[config.mk]
export PLATFORM = sky130hd
export DESIGN_NAME = opc_core_flat
export DESIGN_NICKNAME = d
export VERILOG_FILES = /design/src/hdl/opc_pkg.sv /design/src/hdl/mem_bus_if.sv /design/src/hdl/opc_core.sv /design/src/flat_wrapper.sv
export SDC_FILE = /design/constraint.sdc
export NUM_CORES = 1
export LEC_CHECK = 0
export BUFFER_PORTS_ARGS = -buffer_cell sky130_fd_sc_hd__buf_2
export CORE_ASPECT_RATIO = 0.75
export CORE_MARGIN = 2
export CORE_UTILIZATION = 50
export CTS_CLUSTER_SIZE = 40
export DETAILED_ROUTE_END_ITERATION = 6
export PLACE_DENSITY = 0.73
export SLEW_MARGIN = 40
export SYNTH_ARGS = -nofsm -noshare
export SYNTH_HDL_FRONTEND = slang
export SYNTH_SLANG_ARGS = --single-unit
[constraint.sdc]
create_clock -name clk -period 7 [get_ports clk]
set_clock_uncertainty 0.15 [all_clocks]
set_input_delay 2.1 -clock clk [delete_from_list [all_inputs] [get_ports clk]]
set_output_delay 2.1 -clock clk [all_outputs]
set_load 0.05 [all_outputs]
[src/hdl/opc_pkg.sv]
package opc_pkg;

  localparam int addr_w     = 12;
  localparam int data_w     = 8;
  localparam int apb_addr_w = 13;
  localparam int apb_data_w = 32;

  // Fetch and execute sequence of the processor.
  typedef enum logic [1:0] {
    fetch0 = 2'b00,
    fetch1 = 2'b01,
    rdmem  = 2'b10,
    exec   = 2'b11
  } opc_state_t;

  // Upper nibble of the first instruction byte.
  typedef enum logic [3:0] {
    op_and  = 4'h0,
    op_lda  = 4'h1,
    op_sta  = 4'h2,
    op_add  = 4'h3,
    op_sub  = 4'h4,
    op_jpc  = 4'h5,
    op_jpz  = 4'h6,
    op_jp   = 4'h7,
    op_andi = 4'h8,
    op_ldai = 4'h9,
    op_not  = 4'hA,
    op_addi = 4'hB,
    op_subi = 4'hC,
    op_sec  = 4'hD,
    op_nop  = 4'hE,
    op_halt = 4'hF
  } opc_op_t;

  // Register byte offsets, valid when APB address bit 12 is set.
  localparam logic [addr_w-1:0] reg_ctrl   = 12'h000;
  localparam logic [addr_w-1:0] reg_status = 12'h004;
  localparam logic [addr_w-1:0] reg_acc    = 12'h008;
  localparam logic [addr_w-1:0] reg_pc     = 12'h00C;

  // Status register bit positions.
  localparam int stat_busy   = 0;
  localparam int stat_halted = 1;
  localparam int stat_carry  = 2;

endpackage
[src/hdl/mem_bus_if.sv]
`timescale 1ns/1ps

// One memory access port: combinational read, write on the rising edge.
interface mem_bus_if;
  import opc_pkg::*;

  logic [addr_w-1:0] addr;
  logic [data_w-1:0] wdata;
  logic [data_w-1:0] rdata;
  logic              we;

  modport core (
    output addr,
    output wdata,
    output we,
    input  rdata
  );

  modport mem (
    input  addr,
    input  wdata,
    input  we,
    output rdata
  );

endinterface

[src/hdl/opc_core.sv]
`timescale 1ns/1ps

module opc_core (
  input  logic                       clk,
  input  logic                       reset_b,
  input  logic                       start,
  mem_bus_if.core                    mbus,
  output logic                       busy,
  output logic                       halted,
  output logic                       carry,
  output logic [opc_pkg::data_w-1:0] acc,
  output logic [opc_pkg::addr_w-1:0] pc
);
  import opc_pkg::*;

  opc_state_t        state_q;
  opc_op_t           op_q;
  logic [addr_w-1:0] opnd_q;
  logic [addr_w-1:0] pc_q;
  logic [data_w-1:0] acc_q;
  logic              carry_q;
  logic              busy_q;
  logic              halted_q;
  logic              store;
  logic              subtract;
  logic [data_w-1:0] addend;
  logic [data_w:0]   sum;

  // Operations that fetch their operand from memory through rdmem.
  function automatic logic is_direct(opc_op_t op);
    return op inside {op_and, op_lda, op_add, op_sub};
  endfunction

  assign store     = busy_q && state_q == exec && op_q == op_sta;
  assign mbus.addr = (store || state_q == rdmem) ? opnd_q : pc_q;
  assign mbus.wdata = acc_q;
  assign mbus.we   = store;

  // Subtraction adds the inverted operand, carry in is the no-borrow flag.
  assign subtract = op_q == op_sub || op_q == op_subi;
  assign addend   = subtract ? ~opnd_q[data_w-1:0] : opnd_q[data_w-1:0];
  assign sum      = {1'b0, acc_q} + {1'b0, addend} + {{data_w{1'b0}}, carry_q};

  always_ff @(posedge clk or negedge reset_b)
  begin
    if (!reset_b)
    begin
      state_q  <= fetch0;
      pc_q     <= '0;
      acc_q    <= '0;
      carry_q  <= 1'b0;
      busy_q   <= 1'b0;
      halted_q <= 1'b0;
    end
    else if (!busy_q)
    begin
      if (start)
      begin
        state_q  <= fetch0;
        pc_q     <= '0;
        halted_q <= 1'b0;
        busy_q   <= 1'b1;
      end
    end
    else
    begin
      case (state_q)
        fetch0:
        begin
          state_q <= fetch1;
          pc_q    <= pc_q + 12'd1;
        end
        fetch1:
        begin
          state_q <= is_direct(op_q) ? rdmem : exec;
          pc_q    <= pc_q + 12'd1;
        end
        rdmem:
          state_q <= exec;
        exec:
        begin
          state_q <= fetch0;
          case (op_q)
            op_and, op_andi:
            begin
              acc_q   <= acc_q & opnd_q[data_w-1:0];
              carry_q <= 1'b0;
            end
            op_lda, op_ldai:
              acc_q <= opnd_q[data_w-1:0];
            op_add, op_addi, op_sub, op_subi:
              {carry_q, acc_q} <= sum;
            op_not:
              acc_q <= ~acc_q;
            op_sec:
              carry_q <= 1'b1;
            op_jpc:
              if (carry_q)
                pc_q <= opnd_q;
            op_jpz:
              if (acc_q == '0)
                pc_q <= opnd_q;
            op_jp:
              pc_q <= opnd_q;
            op_halt:
            begin
              busy_q   <= 1'b0;
              halted_q <= 1'b1;
            end
            // STA is handled by the memory port, E does nothing.
            default:
              ;
          endcase
        end
        default:
          state_q <= fetch0;
      endcase
    end
  end

  // The low operand byte is an immediate, an address byte, or the byte read in rdmem.
  always_ff @(posedge clk)
  begin
    if (busy_q && state_q == fetch0)
    begin
      op_q                    <= opc_op_t'(mbus.rdata[7:4]);
      opnd_q[addr_w-1:data_w] <= mbus.rdata[3:0];
    end
    if (busy_q && (state_q == fetch1 || state_q == rdmem))
      opnd_q[data_w-1:0] <= mbus.rdata;
  end

  assign busy   = busy_q;
  assign halted = halted_q;
  assign carry  = carry_q;
  assign acc    = acc_q;
  assign pc     = pc_q;

  // A write comes two cycles after its STA opcode was fetched, which places it in exec.
  a_store_after_fetch: assert property (
    @(posedge clk) disable iff (!reset_b)
    mbus.we |-> $past(state_q, 2) == fetch0 && $past(mbus.rdata[7:4], 2) == op_sta
  ) else $error("Memory write outside the STA execute cycle.");

  // The host port only forms a start pulse while the core is idle.
  a_start_when_idle: assert property (
    @(posedge clk) disable iff (!reset_b)
    start |-> !busy_q
  ) else $error("Start pulse received while the core is busy.");

endmodule

[src/flat_wrapper.sv]
// flat-port wrapper written by rule: the top's interface ports become plain ports
module opc_core_flat import opc_pkg::*;
  (clk, reset_b, start, busy, halted, carry, acc, pc, mbus_addr, mbus_wdata, mbus_we, mbus_rdata);
  mem_bus_if mbus_i ();
  input  logic clk;
  input  logic reset_b;
  input  logic start;
  output logic busy;
  output logic halted;
  output logic carry;
  output logic [opc_pkg::data_w-1:0] acc;
  output logic [opc_pkg::addr_w-1:0] pc;
  output wire logic [$bits(mbus_i.addr)-1:0] mbus_addr;
  output wire logic [$bits(mbus_i.wdata)-1:0] mbus_wdata;
  output wire logic [$bits(mbus_i.we)-1:0] mbus_we;
  input wire logic [$bits(mbus_i.rdata)-1:0] mbus_rdata;
  assign mbus_addr = mbus_i.addr;
  assign mbus_wdata = mbus_i.wdata;
  assign mbus_we = mbus_i.we;
  assign mbus_i.rdata = mbus_rdata;
  opc_core u_core (.clk(clk), .reset_b(reset_b), .start(start), .mbus(mbus_i), .busy(busy), .halted(halted), .carry(carry), .acc(acc), .pc(pc));
endmodule
## Yosys cells after proc, flatten, opt, wreduce, memory -nomap -nowiden

Index checks and enable logic that the tools add are counted.

| storage, ports and cells | value |
|---|---|
| register bits after elaboration | 41 |
| latch bits | 0 |
| RAM bits | 0 |
| bits in read-only memories | 0 |
| input bits | 11 |
| output and inout port bits | 44 |
| logic and storage cells | 82 |
| memories kept | 0 |

| operators by class | value |
|---|---|
| add/sub/neg operators | 3 |
| multiply operators | 0 |
| divide/modulo/power cells | 0 |
| $lt $le $gt $ge | 0 |
| equal/unequal tests | 23 |
| shift operators | 0 |
| mux-type cells | 22 |
| bitwise logic cells | 3 |
| reduce and logical (&&, ||, !) cells | 22 |

Operator list:

| kind | number |
|---|---|
| 2-to-1 mux 12 bit | 5 |
| case mux 12 bit (3 select lines) | 1 |
| case mux 8 bit (4 select lines) | 1 |
| == test 4 bit (second input constant) | 7 |
| case mux 12 bit (2 select lines) | 1 |
| == test 4 x 3 -> 1 bit (second input constant) | 4 |
| inverter 8 bit | 2 |
| adder 12 x 1 -> 12 bit (second input constant) | 1 |
| adder 8 x 8 -> 9 bit | 1 |
| adder 9 x 1 -> 9 bit | 1 |
| 2-to-1 mux 1 bit | 9 |
| AND reduction 3 bit | 3 |
| AND 8 bit | 1 |
| == test 4 x 2 -> 1 bit (second input constant) | 2 |
| logical NOT 8 bit | 1 |
| 2-to-1 mux 8 bit | 1 |
| case mux 2 bit (4 select lines) | 1 |
| nonzero test 4 bit | 2 |
| OR reduction 2 bit | 3 |
| inequality test 5 bit (second input constant) | 1 |
| AND reduction 5 bit | 1 |
| == test 2 bit (second input constant) | 2 |
| == test 4 x 1 -> 1 bit (second input constant) | 1 |
| logical AND 1 bit | 4 |
| other kinds (13) | 17 |

## Longest topological paths before layout

| logic depth | value |
|---|---|
| word-level depth | 6 |
| depth in mapped cells | 12 |
| mapped depth without buffers | 10 |

## Worst setup path before layout

No wires, ideal clock.

| timing | value |
|---|---|
| path kind | register -> output |
| from | register u_core.busy_q, in the netlist u_core.busy |
| to | output mbus_addr[10] |
| arrival | 3482 ps |
| required time | 4750 ps |
| setup slack | 1268 ps |
| cell stages (with the launch flop) | 7 |
| buffers on the path | 2 |
| cells stage by stage | dfrtp_1 > buf_2 > nand2_1 > nor4_1 > nor2_1 > buf_2 > mux2_2 |

| between the ends | value |
|---|---|
| word-level cells in the longest chain between the ends | 4 |

Ends and longest elaborated chain:

| item | RTL line | text |
|---|---|---|
| from (decl) | opc_core.sv:22 | `logic busy_q;` |
| from (signal assigned) | opc_core.sv:52 | `busy_q <= 1'b0;` |
| from (signal assigned) | opc_core.sv:62 | `busy_q <= 1'b1;` |
| from (signal assigned) | opc_core.sv:107 | `busy_q <= 1'b0;` |
| logical AND 1 bit (2 in a row) | opc_core.sv:34 | `assign store = busy_q && state_q == exec && op_q == op_sta;` |
| net mbus_we | flat_wrapper.sv:15 | `output wire logic [$bits(mbus_i.we)-1:0] mbus_we;` |
| logical OR 1 bit | opc_core.sv:35 | `assign mbus.addr = (store \|\| state_q == rdmem) ? opnd_q : pc_q;` |
| 2-to-1 mux 12 bit | opc_core.sv:35 |  |
| to (decl) | flat_wrapper.sv:13 | `output wire logic [$bits(mbus_i.addr)-1:0] mbus_addr;` |

The timed path passes the listed nets, and every way through them passes these cells.

## Final worst setup path

| timing | value |
|---|---|
| from | register u_core.state_q[1] |
| to | output mbus_addr[6] |

| between the ends | value |
|---|---|
| word-level cells in the longest chain between the ends | 5 |
| elaborated cells on any way between the ends | 6 |
| classes of those cells | eq/ne (2); mux (1); reduce/logical (3) |

Ends and longest elaborated chain:

| item | RTL line | text |
|---|---|---|
| from (decl) | opc_core.sv:16 | `opc_state_t state_q;` |
| from (signal assigned) | opc_core.sv:48 | `state_q <= fetch0;` |
| from (signal assigned) | opc_core.sv:59 | `state_q <= fetch0;` |
| from (signal assigned) | opc_core.sv:70 | `state_q <= fetch1;` |
| == test 2 bit | opc_core.sv:34 |  |
| logical AND 1 bit (2 in a row) | opc_core.sv:34 |  |
| logical OR 1 bit (*) | opc_core.sv:35 |  |
| 2-to-1 mux 12 bit (*) | opc_core.sv:35 |  |

Every way passes the cells marked *; elsewhere a longest branch is shown, timed or not.

==> results.md <==
- FF+latch count, synth: 41
- Slew HR: 48.2%
- Starting Density: between 50 and 60%
- DRC viols: 0
- Startpoint types: flop
- WP data required: 4750 ps
- Peak Freq: 0.207 GHz
- Sequential fraction of the synthesis area: 39.0%
- Ys async rst share: 61.0%
- Final Wtd Congestion: between 0.8 and 0.9
- Mux cell area share after synthesis: under 10%
- Layout cells sized above 1: 23.1%
- CP endpoint kind: output port
- Clk slew on worst S/H paths: about 80 ps
- Total core area: 5410 µm²
- EDFF count, synth: 16
- Port buffer count: 54
- Hold_ws: approximately 330 ps
- Clock network latency to the later pin of the worst-skew pair: 300 ps
- First-pass GRT wire length: 11.9 mm
- Status: completed
- Fin crit share: between 60% and 70%
- Syn nets: 330
- Mapped Cells: 304
- P&R area growth vs syn: 12.9%
- Height of the die: 69.2 µm
- Post-synthesis compound-gate area fraction: between 20 and 25%
- # diodes: 0
- Vias in the first global route: 2220
- Crit Path Class: flop to output port
- Vias per inst: 6.13
- Root buffer cell: clkbuf_8
- Die area: 6300 µm²
- Worst-path fanout max: 12
- Drt pass-1 iters: 5
- Actual slew at the worst max-slew pin: 777 ps
- TritonCTS clock tree: done
- Simple-gate share of the synthesized area: 16.0%
- Dpl hpwl: ~5.3 mm
- Worst Path Arrival: 2590 ps
- Cts hold-fix bufs: 0
- Xor/xnor share of the synthesized area: roughly 3.1%
- Synthesized cell area: ~2800 µm²
- Nets: 367
- Initial drt markers: 286
- Die W: 91.0 µm
- Initial antenna violation count: 0
- Main combinational cell family by area after synthesis: compound AO/OA/AOI/OAI gates
- CTS Buf Count: 5
- Routed len/inst: 17.6 µm
- Htree depth: 2
- Mapped Avg Cell Area: between 9 and 10 µm²
- Post-DRT Antenna Nets: 0
- DR vias: 2556
- Synth top cells by count: dfrtp_1, nor2_1, a21oi_1, o21ai_0, edfxtp_1
- Synthesized-area fraction occupied by adder cells: 7.14%
- Clk buf depth: 2
- Final Hold Fails: 0
- Setup violations, final: 0
- Post-CTS setup buffer count: 0
- Synth area leaders: dfrtp_1, edfxtp_1, ha_1
- Synth top area share: 22.0%
- Clk sinks: 41
- GRT Resource Usage Total: 23.6%
- Area leader, netlist: dfrtp_1
- WL final: 7.32 mm
- Period minus WS final: 4840 ps
- Slew Viols, Final: 0
- Grt ovf: 0
- Largest net degree at the start of global routing: 26
- Yosys cell types: 53
- YS warnings: 0
- Dominant synthesized flop cell: dfrtp_1
- Setup_tns: 0 ps
- Max-cap violation count: 0
- Post-CTS Resized: 0
- Num rows: 23
- RSZ-0062 raised after global routing: no
- Worst Hold Class: flop to flop
- Io pins: 55
stage by stage:
| step | cells | setup slack, ps | area (µm²) | utilization [%] |
|---|---|---|---|---|
| final | 417 | 2160 | 3200 | 59.2 |
| after global routing | 417 | 2010 | 3200 | 59.2 |
| after CTS | 417 | 2190 | 3190 | 59.0 |
| after detailed placement | 409 | 2530 | 3080 | 57.0 |
| after global placement | 409 | 2350 | 3080 | 57.0 |
| after floorplan | 304 | 1270 | 2840 | - |
cell usage in the layout (no fill, tap or decap), types with 9 or more instances in the layout:
cell type,instances
nor2_1,24
mux2_2,12
nand2_1,15
dfrtp_1,25
o21ai_0,18
ha_1,13
inv_1,13
edfxtp_1,16
a21oi_1,24
o211ai_1,9
buf_2,54
worst max-delay path: stages, from the launching register on:
cell and delay (ps):
dfrtp_1 440, ha_1 300, nand2_1 270, nor4_1 120, nor2_2 540, mux2_2 410, buf_2 210
final cells by class:
class	count	area (µm²)
Clock buffer	6	72.6
Timing Repair Buffer	56	285
Tap cell	75	93.8
Sequential cell	41	1110
Multi-Input combinational cell	224	1560
Inverter	13	48.8
Fill cell	478	2210
Clock inverter	2	35.0
flip-flops by register name, summed over array words and instances, names as in the netlist:
name            flops
u_core.acc          8
u_core.op_q         4
u_core.pc          12
u_core.opnd_q      12
u_core.carry        1
u_core.halted       1
u_core.state_q      2
u_core.busy         1
layer usage:
metal | track usage, % | share of wire, % | up-vias
met5 | 0 | 0 | -
met4 | 6.57 | 1.8 | 0
met3 | 4.13 | 8.5 | 18
met2 | 31.9 | 42 | 123
met1 | 38.1 | 48 | 1223
li1 | - | - | 1192
worst paths after layout:
check	startpoint	to	slack, ps	cells past startpoint
hold reg to reg	u_core.halted	u_core.halted	330	1
hold / removal	u_core.halted	u_core.halted	330	1
setup / recovery	u_core.state_q[1]	mbus_addr[6]	2160	6
setup reg to reg	u_core.op_q[2]	u_core.acc[6]	3680	11
max in group asynchronous	reset_b	u_core.acc[3]	4640	1
min in group asynchronous	reset_b	u_core.pc[10]	1650	1
cells by family (layout without fill, tap and decap cells):
kind of cell	count (synthesis)	after routing
adders and majority gates	15	15
muxes	15	15
buffers and inverters	39	77
and+or+nand+nor	87	87
xor gates and xnor gates	10	10
DFF	41	41
AOI/OAI and AO/OA	97	97
Power is left out: the tool's default activity adds up to more than one toggle a clock period on the data nets, which glitch-free logic cannot reach.
