**src/hdl/opc_pkg.sv**
```systemverilog
package opc_pkg;

  localparam int addr_w     = 12;
  localparam int data_w     = 8;
  localparam int apb_addr_w = 13;
  localparam int apb_data_w = 32;

  // Fetch and execute sequence of the processor.
  typedef enum logic [1:0] {
    fetch0 = 2'b00,
    fetch1 = 2'b01,
    rdmem  = 2'b10,
    exec   = 2'b11
  } opc_state_t;

  // Upper nibble of the first instruction byte.
  typedef enum logic [3:0] {
    op_and  = 4'h0,
    op_lda  = 4'h1,
    op_sta  = 4'h2,
    op_add  = 4'h3,
    op_sub  = 4'h4,
    op_jpc  = 4'h5,
    op_jpz  = 4'h6,
    op_jp   = 4'h7,
    op_andi = 4'h8,
    op_ldai = 4'h9,
    op_not  = 4'hA,
    op_addi = 4'hB,
    op_subi = 4'hC,
    op_sec  = 4'hD,
    op_nop  = 4'hE,
    op_halt = 4'hF
  } opc_op_t;

  // Register byte offsets, valid when APB address bit 12 is set.
  localparam logic [addr_w-1:0] reg_ctrl   = 12'h000;
  localparam logic [addr_w-1:0] reg_status = 12'h004;
  localparam logic [addr_w-1:0] reg_acc    = 12'h008;
  localparam logic [addr_w-1:0] reg_pc     = 12'h00C;

  // Status register bit positions.
  localparam int stat_busy   = 0;
  localparam int stat_halted = 1;
  localparam int stat_carry  = 2;

endpackage
```
**src/hdl/mem_bus_if.sv**
```systemverilog
`timescale 1ns/1ps

// One memory access port: combinational read, write on the rising edge.
interface mem_bus_if;
  import opc_pkg::*;

  logic [addr_w-1:0] addr;
  logic [data_w-1:0] wdata;
  logic [data_w-1:0] rdata;
  logic              we;

  modport core (
    output addr,
    output wdata,
    output we,
    input  rdata
  );

  modport mem (
    input  addr,
    input  wdata,
    input  we,
    output rdata
  );

endinterface

```
**src/hdl/apb_host_port.sv**
```systemverilog
`timescale 1ns/1ps

module apb_host_port (
  input  logic                           clk,
  input  logic                           reset_b,
  input  logic                           psel,
  input  logic                           penable,
  input  logic                           pwrite,
  input  logic [opc_pkg::apb_addr_w-1:0] paddr,
  input  logic [opc_pkg::apb_data_w-1:0] pwdata,
  output logic [opc_pkg::apb_data_w-1:0] prdata,
  output logic                           pready,
  output logic                           pslverr,
  mem_bus_if.core                        hbus,
  output logic                           start,
  input  logic                           busy,
  input  logic                           halted,
  input  logic                           carry,
  input  logic [opc_pkg::data_w-1:0]     acc,
  input  logic [opc_pkg::addr_w-1:0]     pc
);
  import opc_pkg::*;

  logic                  setup;
  logic                  access;
  logic                  wr_access;
  logic                  mem_sel;
  logic [addr_w-1:0]     offset;
  logic [apb_data_w-1:0] rd_data;

  assign setup     = psel && !penable;
  assign access    = psel && penable;
  assign wr_access = access && pwrite;
  assign mem_sel   = !paddr[apb_addr_w-1];
  assign offset    = paddr[addr_w-1:0];

  assign pready = 1'b1;

  // The error captured in setup also blocks the write in the access phase.
  assign hbus.addr  = offset;
  assign hbus.wdata = pwdata[data_w-1:0];
  assign hbus.we    = wr_access && mem_sel && !pslverr;

  // Start is taken on the same edge that commits the control write.
  assign start = wr_access && !mem_sel && offset == reg_ctrl && pwdata[0] && !busy;

  always_comb
  begin
    rd_data = '0;
    if (mem_sel)
    begin
      if (!busy)
        rd_data[data_w-1:0] = hbus.rdata;
    end
    else
    begin
      case (offset)
        reg_status:
        begin
          rd_data[stat_busy]   = busy;
          rd_data[stat_halted] = halted;
          rd_data[stat_carry]  = carry;
        end
        reg_acc:
          rd_data[data_w-1:0] = acc;
        reg_pc:
          rd_data[addr_w-1:0] = pc;
        default:
          rd_data = '0;
      endcase
    end
  end

  // Read data and error are sampled at the end of setup for the access phase.
  always_ff @(posedge clk or negedge reset_b)
  begin
    if (!reset_b)
    begin
      prdata  <= '0;
      pslverr <= 1'b0;
    end
    else if (setup)
    begin
      prdata  <= pwrite ? '0 : rd_data;
      pslverr <= mem_sel && busy;
    end
    else if (!access)
      pslverr <= 1'b0;
  end

  // Every access phase comes straight after its setup phase.
  a_access_after_setup: assert property (
    @(posedge clk) disable iff (!reset_b)
    penable |-> psel && $past(psel && !penable)
  ) else $error("APB penable without a preceding setup phase.");

endmodule

```
**src/flat_wrapper.sv**
```systemverilog
// flat-port wrapper written by rule: the top's interface ports become plain ports
module apb_host_port_flat import opc_pkg::*;
  (clk, reset_b, psel, penable, pwrite, paddr, pwdata, prdata, pready, pslverr, start, busy, halted, carry, acc, pc, hbus_addr, hbus_wdata, hbus_we, hbus_rdata);
  mem_bus_if hbus_i ();
  input  logic clk;
  input  logic reset_b;
  input  logic psel;
  input  logic penable;
  input  logic pwrite;
  input  logic [opc_pkg::apb_addr_w-1:0] paddr;
  input  logic [opc_pkg::apb_data_w-1:0] pwdata;
  output logic [opc_pkg::apb_data_w-1:0] prdata;
  output logic pready;
  output logic pslverr;
  output logic start;
  input  logic busy;
  input  logic halted;
  input  logic carry;
  input  logic [opc_pkg::data_w-1:0] acc;
  input  logic [opc_pkg::addr_w-1:0] pc;
  output wire logic [$bits(hbus_i.addr)-1:0] hbus_addr;
  output wire logic [$bits(hbus_i.wdata)-1:0] hbus_wdata;
  output wire logic [$bits(hbus_i.we)-1:0] hbus_we;
  input wire logic [$bits(hbus_i.rdata)-1:0] hbus_rdata;
  assign hbus_addr = hbus_i.addr;
  assign hbus_wdata = hbus_i.wdata;
  assign hbus_we = hbus_i.we;
  assign hbus_i.rdata = hbus_rdata;
  apb_host_port u_core (.clk(clk), .reset_b(reset_b), .psel(psel), .penable(penable), .pwrite(pwrite), .paddr(paddr), .pwdata(pwdata), .prdata(prdata), .pready(pready), .pslverr(pslverr), .hbus(hbus_i), .start(start), .busy(busy), .halted(halted), .carry(carry), .acc(acc), .pc(pc));
endmodule
```
**config.mk**
```make
export PLATFORM = sky130hd
export DESIGN_NAME = apb_host_port_flat
export DESIGN_NICKNAME = d
export VERILOG_FILES = /design/src/hdl/opc_pkg.sv /design/src/hdl/mem_bus_if.sv /design/src/hdl/apb_host_port.sv /design/src/flat_wrapper.sv
export SDC_FILE = /design/constraint.sdc
export NUM_CORES = 1
export LEC_CHECK = 0
export ABC_AREA = 1
export BUFFER_PORTS_ARGS = -buffer_cell sky130_fd_sc_hd__buf_2
export CORE_MARGIN = 2
export CORE_UTILIZATION = 30
export CTS_CLUSTER_SIZE = 28
export DETAILED_ROUTE_END_ITERATION = 12
export PLACE_DENSITY_LB_ADDON = 0.25
export SYNTH_ARGS = -nofsm -noshare
export SYNTH_HDL_FRONTEND = slang
export SYNTH_SLANG_ARGS = --single-unit
```
**constraint.sdc**
```tcl
create_clock -name clk -period 1 [get_ports clk]
set_input_delay 0.15 -clock clk [delete_from_list [all_inputs] [get_ports clk]]
set_output_delay 0.15 -clock clk [all_outputs]
set_load 0.05 [all_outputs]
```
* Word level (Yosys, flattened, before mapping)
Cells that the tools add are included.
** Word-level totals
- Bits of input ports :: 81
- Register bits after elaboration :: 33
- Word-level logic and storage cells :: 30
- Output and inout bits :: 56
** Cells by class
- Equality and inequality tests :: 4
- Multiplexer cells :: 9
- Reductions and logical operators :: 15
** Operators with widths (count)
- $eq 12x4->1 const B :: 2
- $mux 8 :: 2
- $eq 12x3->1 const B :: 1
- $logic_not 12->1 :: 1
- $mux 12 :: 1
- $logic_and 1x1->1 :: 10
- $pmux 5 s2 :: 1
- $pmux 3 s3 :: 1
- $mux 4 :: 2
- $logic_not 1->1 :: 4
- $mux 1 :: 2
- $ne 2x1->1 const B :: 1

* Longest topological paths before layout
Gate-level depths: netlist of the first run.
- Depth after elaboration :: 6
- Gate-level depth with buffers :: 8
- Gate-level depth less buffers :: 7

* Least setup slack after synthesis of the first run
No wires, ideal clock.
- Path type :: register to output
- From :: register u_core.pslverr
- To :: output port hbus_we
- Buffers on the path :: 0
- Required time :: 0.850 ns
- Cell stages (with the launch flop) :: 2
- Arrival time :: 1.715 ns
- Path slack :: -0.865 ns
- Cells stage by stage :: dfrtp_1 -> nor3_1
** On the way
- Longest elaborated chain between the ends :: 2
** RTL lines
- start, declared :: line apb_host_port.sv:13 : output logic pslverr,
- start signal, assigned :: line apb_host_port.sv:85 : pslverr <= mem_sel && busy;
- $logic_not 1->1 :: line apb_host_port.sv:42 : assign hbus.we = wr_access && mem_sel && !pslverr;
- $logic_and 1x1->1 :: line apb_host_port.sv:42
- end, declared :: line flat_wrapper.sv:23 : output wire logic [$bits(hbus_i.we)-1:0] hbus_we;
No other way between the ends.

* Worst setup path in the final report of the first run
Same ends and word-level chain as after synthesis.

==> results of run 1 <==
where the power goes:
| part | switching, W | leakage (nW) | internal, W |
|---|---|---|---|
| clock | 0.000178 | 0.0228 | 0.000281 |
| sequential | 0.0000173 | 0.177 | 0.000556 |
| combinational | 0.000574 | 0.770 | 0.000228 |
| total | 0.000769 | 0.970 | 0.00106 |
final timing paths:
kind	startpoint	to	slack, ns	depth (start not counted)
worst max-delay path	u_core.pslverr	hbus_we	-0.11	2
worst min-delay path	pc[11]	u_core.prdata[11]	0.15	3
worst max register to register	u_core.pslverr	u_core.pslverr	0.17	3
worst min register to register	u_core.prdata[6]	u_core.prdata[6]	0.48	2
max in group asynchronous	reset_b	u_core.pslverr	0.43	2
min in group asynchronous	reset_b	u_core.prdata[5]	0.34	2
routing by layer:
metal	global-route usage, %	vias to the layer above
li1	-	629
met5	0	-
met1	15.9	545
met4	1.75	0
met2	24.6	57
met3	5.26	0
what timing repair did:
item	4_1_cts	5_1_grt
pin swaps	5	2
hold buffers	1	0
hold endpoints to repair	13	0
setup endpoints to repair	12	19
buffers inserted	2	0
cloned	0	1
resized for setup	27	8
through the flow:
| stage | total power (W) | setup WS (ns) |
|---|---|---|
| 6_report | 0.00183 | -0.106 |
| 4_1_cts | 0.00184 | -0.118 |
| 5_1_grt | 0.00195 | -0.167 |
| 3_3_place_gp | 0.00132 | -0.232 |
| 3_5_place_dp | 0.00132 | -0.244 |
| 2_1_floorplan | 0.00127 | -0.308 |
worst reg2reg max path: stages, from the launching register on:
cell	delay (ns)
dfrtp_1	0.41
buf_4	0.16
nand3_1	0.08
o31ai_1	0.07
registers in the layout, indices dropped and copies added, names as in the netlist:
register / flops
u_core.prdata: 12
u_core.pslverr: 1
cells by family (layout without fill, tap and decap cells):
| logic type | Yosys count | after routing | synth area share, % |
|---|---|---|---|
| buffers and inverters | 56 | 107 | 31.4 |
| and+or+nand+nor | 85 | 86 | 35.2 |
| AOI/OAI and AO/OA | 13 | 13 | 6.63 |
| DFF | 13 | 13 | 26.1 |
| other | 2 | 21 | 0.603 |
placed cells by master, fill, tap and decap left out:
cell	n
dfrtp_1	13
buf_6	9
nand4_1	3
inv_2	2
inv_1	7
buf_2	57
dlygate4sd3_1	1
a21oi_1	8
nand2_1	33
nor4_4	1
clkbuf_8	3
nor2_2	1
nand3_1	26
nor2_1	3
nor2_4	9
nor2_8	1
nand3_2	1
buf_4	26
o21ai_2	4
conb_1	21
nand4_4	1
o31ai_1	1
nand2_2	3
nor3_4	1
clkbuf_1	1
nand2_4	3
clkinv_1	1
final cells by class:
| class | instances | area [sq um] | share of cell area (%) |
|---|---|---|---|
| sequential | 13 | 325 | 18.5 |
| timing repair buffer | 93 | 592 | 33.7 |
| clock buffer | 4 | 45.0 | 2.56 |
| tap | 50 | 62.6 | 3.56 |
| inverter | 10 | 37.5 | 2.14 |
| multi-input combinational | 120 | 694 | 39.5 |
==> impl_metrics.json, run 1 <==
{
  "dp.cells": 283,
  "grt_max_degree": 21,
  "chipWidth_um": 68.5,
  "maxCapViolCount": 0,
  "rows": 23,
  "crit_required_ns": 0.85,
  "max_freq_mhz": 904,
  "tns_ns": -0.305,
  "yosysWarningCount": 0,
  "crit_path_start_kind": "flop",
  "hold_class": "in2reg",
  "rsz0062_at_grt": "yes",
  "ys.flop_type": "dfrtp_1",
  "synth-edff-count": 0,
  "violations": "setup timing",
  "routabilityCongestion": 0.749,
  "n_antenna_cell": 0,
  "cpPeakStageDelay_ns": 0.41,
  "peakVddDrop_v": 0.000586,
  "drc": 0,
  "drive_gt1_share_pct": 50.8,
  "synthArstFlopShare_pct": 100,
  "grt_pass1_wl_um": 4770,
  "syn_area_per_cell_sq_um": 7.37,
  "synth-seq-cells": 13,
  "finalCritPeriodShare_pct": 111,
  "synth_top_area_share_pct": 26.1,
  "synth.distinct_cells": 22,
  "crit_path_end_kind": "output pin",
  "powerDensity_nw_per_um2": 1040,
  "skew_ns": 0,
  "drt_wl_total_um": 3190,
  "cp.arrival_ns": 0.96,
  "drtAntennaViolNets": 0,
  "yosysSeqAreaShare_pct": 26.1,
  "hold_slack_ns": 0.149,
  "grt_pass1_vias": 1061,
  "synth.area.top_cells": "dfrtp_1, buf_4, nand2_1, nand3_1, a21oi_1",
  "cts_tree": "yes",
  "dp_hpwl_um": 2530,
  "cp_max_fo": 2,
  "cpMaxStageDelayCell": "dfrtp_1",
  "clk_latency_ns": 0.24,
  "final_cells": 290,
  "worst_slack_ns": -0.106,
  "cts_root_buffer": "clkbuf_8",
  "p_leak_nw": 0.970,
  "antenna_found_initial": 0,
  "track_usage_pct": 13.8,
  "drtIter0Drc": 26,
  "avgRoutedWirePerCell_um": 11.0,
  "die-area_sq_um": 4690,
  "clk_pin_slew_ns": 0.05,
  "cp_cell_sequence": "nor3_4 -> buf_6",
  "top_level_ports": 137,
  "cts_sinks": 13,
  "drv_slew": 0,
  "postPlaceCellArea_sq_um": 1570,
  "stdcell_area_sq_um": 1760,
  "cts_buffers": 3,
  "start_util_pct": 31.2,
  "die_y_um": 68.5,
  "dr_wl_met3_um": 303,
  "top_layer": "met3",
  "synth.top_cells.by_count": "buf_4, nand2_1, nand3_1",
  "path_buf_inv": 1,
  "grt-ovfl-total": 0,
  "num_vias": 1231,
  "area_growth_pct": 41.0,
  "yosysMostFrequentCell": "buf_4",
  "clockBufferDepth": 2,
  "core_area_sq_um": 4000,
  "vias_per_cell": 4.24,
  "fin_nets": 322,
  "dr.pass1.iters": 3,
  "post-route-util_pct": 43.9,
  "place.port_buffers": 77,
  "yosys.area.top_type": "dfrtp_1",
  "wl_met1_um": 1290,
  "setup_viol": 3,
  "final-hold-violation-count": 0,
  "fill_cells": 437,
  "postSynthCellCount": 169,
  "dr_wl_met2_um": 1600,
  "status": "complete, but fails checks",
  "synthesis.area_sq_um": 1250,
  "path_delay_family": "flip-flops",
  "critical_path_class": "reg2out",
  "min_period_ns": 1.11,
  "htreeDepth": 1
}
No activity file was read; power rests on OpenSTA's default activity.
==> inputs of run 2 (changes only) <==
--- a/config.mk
+++ b/config.mk
@@ -7,6 +7,7 @@
 export LEC_CHECK = 0
 export ABC_AREA = 1
 export BUFFER_PORTS_ARGS = -buffer_cell sky130_fd_sc_hd__buf_2
+export CORE_ASPECT_RATIO = 0.9
 export CORE_MARGIN = 2
 export CORE_UTILIZATION = 30
 export CTS_CLUSTER_SIZE = 28
==> impl_metrics.json, run 2 (synthesis gave the netlist of run 1 again) <==
{
  "tns_ns": -0.310,
  "maxCapViolCount": 0,
  "grt_pass1_wl_um": 5220,
  "routabilityCongestion": 0.809,
  "p_leak_nw": 0.973,
  "finalCritPeriodShare_pct": 112,
  "area_growth_pct": 43.9,
  "fin_nets": 321,
  "violations": "setup timing",
  "cts_sinks": 13,
  "worst_slack_ns": -0.117,
  "cts_buffers": 3,
  "dp_slack_ns": -0.228,
  "top_level_ports": 137,
  "place.port_buffers": 77,
  "clk_latency_ns": 0.24,
  "dp_hpwl_um": 2570,
  "drive_gt1_share_pct": 54.4,
  "top_register": "u_core.prdata",
  "fill_cells": 428,
  "die-area_sq_um": 4690,
  "rows": 22,
  "crit_path_start_kind": "flop",
  "drtIter0Drc": 39,
  "largest_register_ffs": 12,
  "critical_path_class": "reg2out",
  "grt_max_degree": 21,
  "postPlaceCellArea_sq_um": 1550,
  "setup_viol": 3,
  "min_period_ns": 1.12,
  "vias_per_cell": 4.31,
  "final_cell_mix": "buf_2, nand2_1, buf_4",
  "crit_path_end_kind": "output pin",
  "dr.pass1.iters": 4,
  "skew_ns": 0,
  "grt-ovfl-total": 0,
  "hold_slack_ns": 0.141,
  "start_util_pct": 30.8,
  "final-hold-violation-count": 0,
  "drtAntennaViolNets": 0,
  "cp_max_fo": 2,
  "max_freq_mhz": 896,
  "num_vias": 1236,
  "drc": 0,
  "peakVddDrop_v": 0.000709,
  "final_common_cell": "buf_2",
  "avgRoutedWirePerCell_um": 11.1,
  "die_y_um": 65.1,
  "cts_tree": "yes",
  "drv_slew": 0,
  "reg.largest.list": "u_core.prdata (12), u_core.pslverr (1)",
  "rsz0062_at_grt": "yes",
  "powerDensity_nw_per_um2": 1030,
  "drt_wl_total_um": 3190,
  "cp.arrival_ns": 0.97,
  "antenna_found_initial": 0,
  "crit_required_ns": 0.85,
  "core_area_sq_um": 4050,
  "clockBufferDepth": 2,
  "stdcell_area_sq_um": 1790,
  "n_antenna_cell": 0,
  "htreeDepth": 1,
  "chipWidth_um": 71.9,
  "cts_root_buffer": "clkbuf_8",
  "status": "complete, but fails checks",
  "hold_class": "in2reg",
  "clk_pin_slew_ns": 0.05,
  "grt_pass1_vias": 1189,
  "track_usage_pct": 14.1
}
-- run 2: critical path: stages, from the launching register on --
cell     delay [ns]
dfrtp_1        0.42
nor3_4         0.13
buf_6          0.18
-- run 2: cell type report --
| type | instances | area (sq um) | share of cell area [%] |
|---|---|---|---|
| multi-input cells | 119 | 718 | 40.1 |
| repair buffers | 93 | 607 | 33.8 |
| flip-flops and latches | 13 | 325 | 18.1 |
| well taps | 48 | 60.1 | 3.35 |
| clock buffers | 4 | 45.0 | 2.51 |
| inverters | 10 | 37.5 | 2.09 |
-- run 2: repair_timing --
action,4_1_cts,5_1_grt
buffers inserted,2,2
hold endpoints to repair,13,0
pin swaps,5,6
hold buffers,1,0
resized for setup,24,20
setup endpoints to repair,14,18
-- run 2: path summary, 6_finish.rpt --
kind | from | to | slack (ns) | cells past startpoint
setup / recovery | u_core.pslverr | hbus_we | -0.12 | 2
hold / removal | pc[11] | u_core.prdata[11] | 0.14 | 3
setup reg to reg | u_core.pslverr | u_core.pslverr | 0.18 | 3
hold reg to reg | u_core.prdata[11] | u_core.prdata[11] | 0.48 | 2
max in group asynchronous | reset_b | u_core.prdata[3] | 0.45 | 2
min in group asynchronous | reset_b | u_core.prdata[9] | 0.32 | 2
-- run 2: where the power goes --
| part | switching, W | total, W | internal, W |
|---|---|---|---|
| Combinational | 0.000570 | 0.000799 | 0.000230 |
| Sequential | 0.0000190 | 0.000575 | 0.000556 |
| Clock | 0.000190 | 0.000471 | 0.000282 |
-- run 2: per-layer routing --
layer	part of all wire, %	global-route usage, %	vias to the layer above
met3	8.5	4.91	6
met1	41	16.9	551
met5	0	0	-
met2	50	24.1	57
met4	1.0	3.77	0
li1	-	-	622
-- run 2: metrics by stage --
stage | utilization [%] | power, W | std cells
2_1_floorplan | - | 0.00127 | 188
3_3_place_gp | 38.3 | 0.00132 | 279
3_5_place_dp | 38.3 | 0.00132 | 279
4_1_cts | 42.1 | 0.00183 | 286
5_1_grt | 44.3 | 0.00195 | 287
6_report | 44.3 | 0.00185 | 287
==> inputs of run 3 (changes only) <==
--- a/config.mk
+++ b/config.mk
@@ -10,7 +10,7 @@
 export CORE_ASPECT_RATIO = 0.9
 export CORE_MARGIN = 2
 export CORE_UTILIZATION = 30
-export CTS_CLUSTER_SIZE = 28
+export CTS_CLUSTER_SIZE = 12
 export DETAILED_ROUTE_END_ITERATION = 12
 export PLACE_DENSITY_LB_ADDON = 0.25
 export SYNTH_ARGS = -nofsm -noshare
==> constraint.sdc (replaced) <==
create_clock -name clk -period 0.92 [get_ports clk]
set_input_delay 0.138 -clock clk [delete_from_list [all_inputs] [get_ports clk]]
set_output_delay 0.138 -clock clk [all_outputs]
set_load 0.05 [all_outputs]
==> impl_metrics.json, run 3 (synthesis gave the netlist of run 1 again) <==
{
  "status": "complete, but fails checks",
  "violations": "setup timing",
  "multi_input_area_sq_um": 788,
  "core_area_sq_um": 4050,
  "reg.largest.list": "u_core.prdata (12), u_core.pslverr (1)",
  "critical_path_class": "reg2out",
  "power_frac_comb_pct": 44.7,
  "max_freq_mhz": 902,
  "clockBufferDepth": 2,
  "antenna_found_initial": 0,
  "grt_max_degree": 21,
  "setup_viol": 23,
  "peakVddDrop_v": 0.000900,
  "rsz0062_at_grt": "yes",
  "drive_gt1_share_pct": 59.9,
  "rows": 22,
  "min_period_ns": 1.11,
  "finalCritPeriodShare_pct": 121,
  "cts_root_buffer": "clkbuf_8",
  "crit_path_start_kind": "flop",
  "hold_class": "in2reg",
  "start_util_pct": 30.8,
  "intPower_w": 0.00119,
  "final_cells": 295,
  "dp.cells": 279,
  "crit_path_end_kind": "output pin",
  "cp_max_fo": 2,
  "fin_nets": 329,
  "cp.arrival_ns": 0.97,
  "track_usage_pct": 13.2,
  "regArea_sq_um": 325,
  "clk_latency_ns": 0.24,
  "powerDensity_nw_per_um2": 1010,
  "swShare_pct": 41.8,
  "place.port_buffers": 77,
  "p_seq_share_pct": 30.8,
  "grt_pass1_vias": 1163,
  "drtIter0Drc": 16,
  "die_y_um": 65.1,
  "cts_buffers": 3,
  "clk_pin_slew_ns": 0.05,
  "avgRoutedWirePerCell_um": 11.5,
  "top_level_ports": 137,
  "r2r_start": "u_core.prdata[10]",
  "final_cell_mix": "buf_2, nand2_1, buf_6",
  "final_common_cell": "buf_2",
  "p_leak_nw": 1.05,
  "critical_path.startpoint": "u_core.pslverr",
  "dr.pass1.iters": 4,
  "n_antenna_cell": 0,
  "drt_wl_total_um": 3400,
  "pwr-share-clk_pct": 24.5,
  "min-delay-start": "pc[9]",
  "routabilityCongestion": 0.805,
  "vias_per_cell": 4.33,
  "drv_slew": 0,
  "htreeDepth": 1,
  "grt-ovfl-total": 0,
  "drc": 0,
  "dp_slack_ns": -0.310,
  "drtAntennaViolNets": 0,
  "largest_register_ffs": 12,
  "skew_ns": 0,
  "num_vias": 1276,
  "area_growth_pct": 62.2,
  "cts_sinks": 13,
  "fill_cells": 439,
  "crit_required_ns": 0.78,
  "top_register": "u_core.prdata",
  "final-hold-violation-count": 0,
  "power.switching_w": 0.000854,
  "cts_tree": "yes",
  "maxCapViolCount": 0,
  "worst_slack_ns": -0.189,
  "dp_hpwl_um": 2530,
  "grt_pass1_wl_um": 4890,
  "hold_slack_ns": 0.135,
  "die-area_sq_um": 4690,
  "chipWidth_um": 71.9
}
[run 3: what timing repair did]
action,CTS,global route
gates cloned,0,3
setup endpoints to repair,26,27
resized for setup,36,38
hold buffers,1,0
hold endpoints to repair,13,0
setup buffers,3,6
pin swaps,4,19
[run 3: area by class of cell]
type,count,share of cell area (%)
well taps,48,2.97
inverters,10,1.86
clock buffers,4,2.23
multi-input cells,119,39.0
flip-flops and latches,13,16.1
repair buffers,101,37.9
[run 3: metal layers]
layer | part of all wire [%] | track usage, % | vias to the layer above
met5 | 0 | 0 | -
met4 | 0 | 1.65 | 0
met3 | 7.1 | 4.45 | 0
met2 | 51 | 23.6 | 56
met1 | 42 | 15.7 | 580
li1 | - | - | 640
[run 3: worst max-delay path, cell delays in order (launching register included)]
cell	delay, ns
dfrtp_1	0.42
nor3_4	0.13
buf_6	0.18
[run 3: power groups by stage]
stage / combinational, W / clock, W / sequential, W
floorplan: 0.000635 / 0 / 0.000744
global placement: 0.000803 / 0 / 0.000630
detailed placement: 0.000805 / 0 / 0.000630
CTS: 0.000869 / 0.000522 / 0.000628
global route: 0.000968 / 0.000562 / 0.000631
finish: 0.000913 / 0.000501 / 0.000629
[run 3: through the flow]
step                total power [W]  setup TNS, ns  util [%]  instance area (sq um)
floorplan                   0.00138         -0.730         -                   1370
global placement            0.00143          -3.49      38.3                   1550
detailed placement          0.00144          -3.69      38.3                   1550
CTS                         0.00202         -0.703      43.2                   1750
global route                0.00216          -3.09      50.0                   2020
finish                      0.00204          -1.63      50.0                   2020
[run 3: path summary, 6_finish.rpt]
check                                          to  cells past startpoint  slack (ns)
worst max-delay path                      hbus_we                      2       -0.19
worst min-delay path             u_core.prdata[9]                      3        0.13
worst max register to register  u_core.prdata[10]                      4        0.07
worst min register to register   u_core.prdata[6]                      2        0.50
max in group asynchronous       u_core.prdata[10]                      2        0.37
min in group asynchronous          u_core.pslverr                      2        0.32
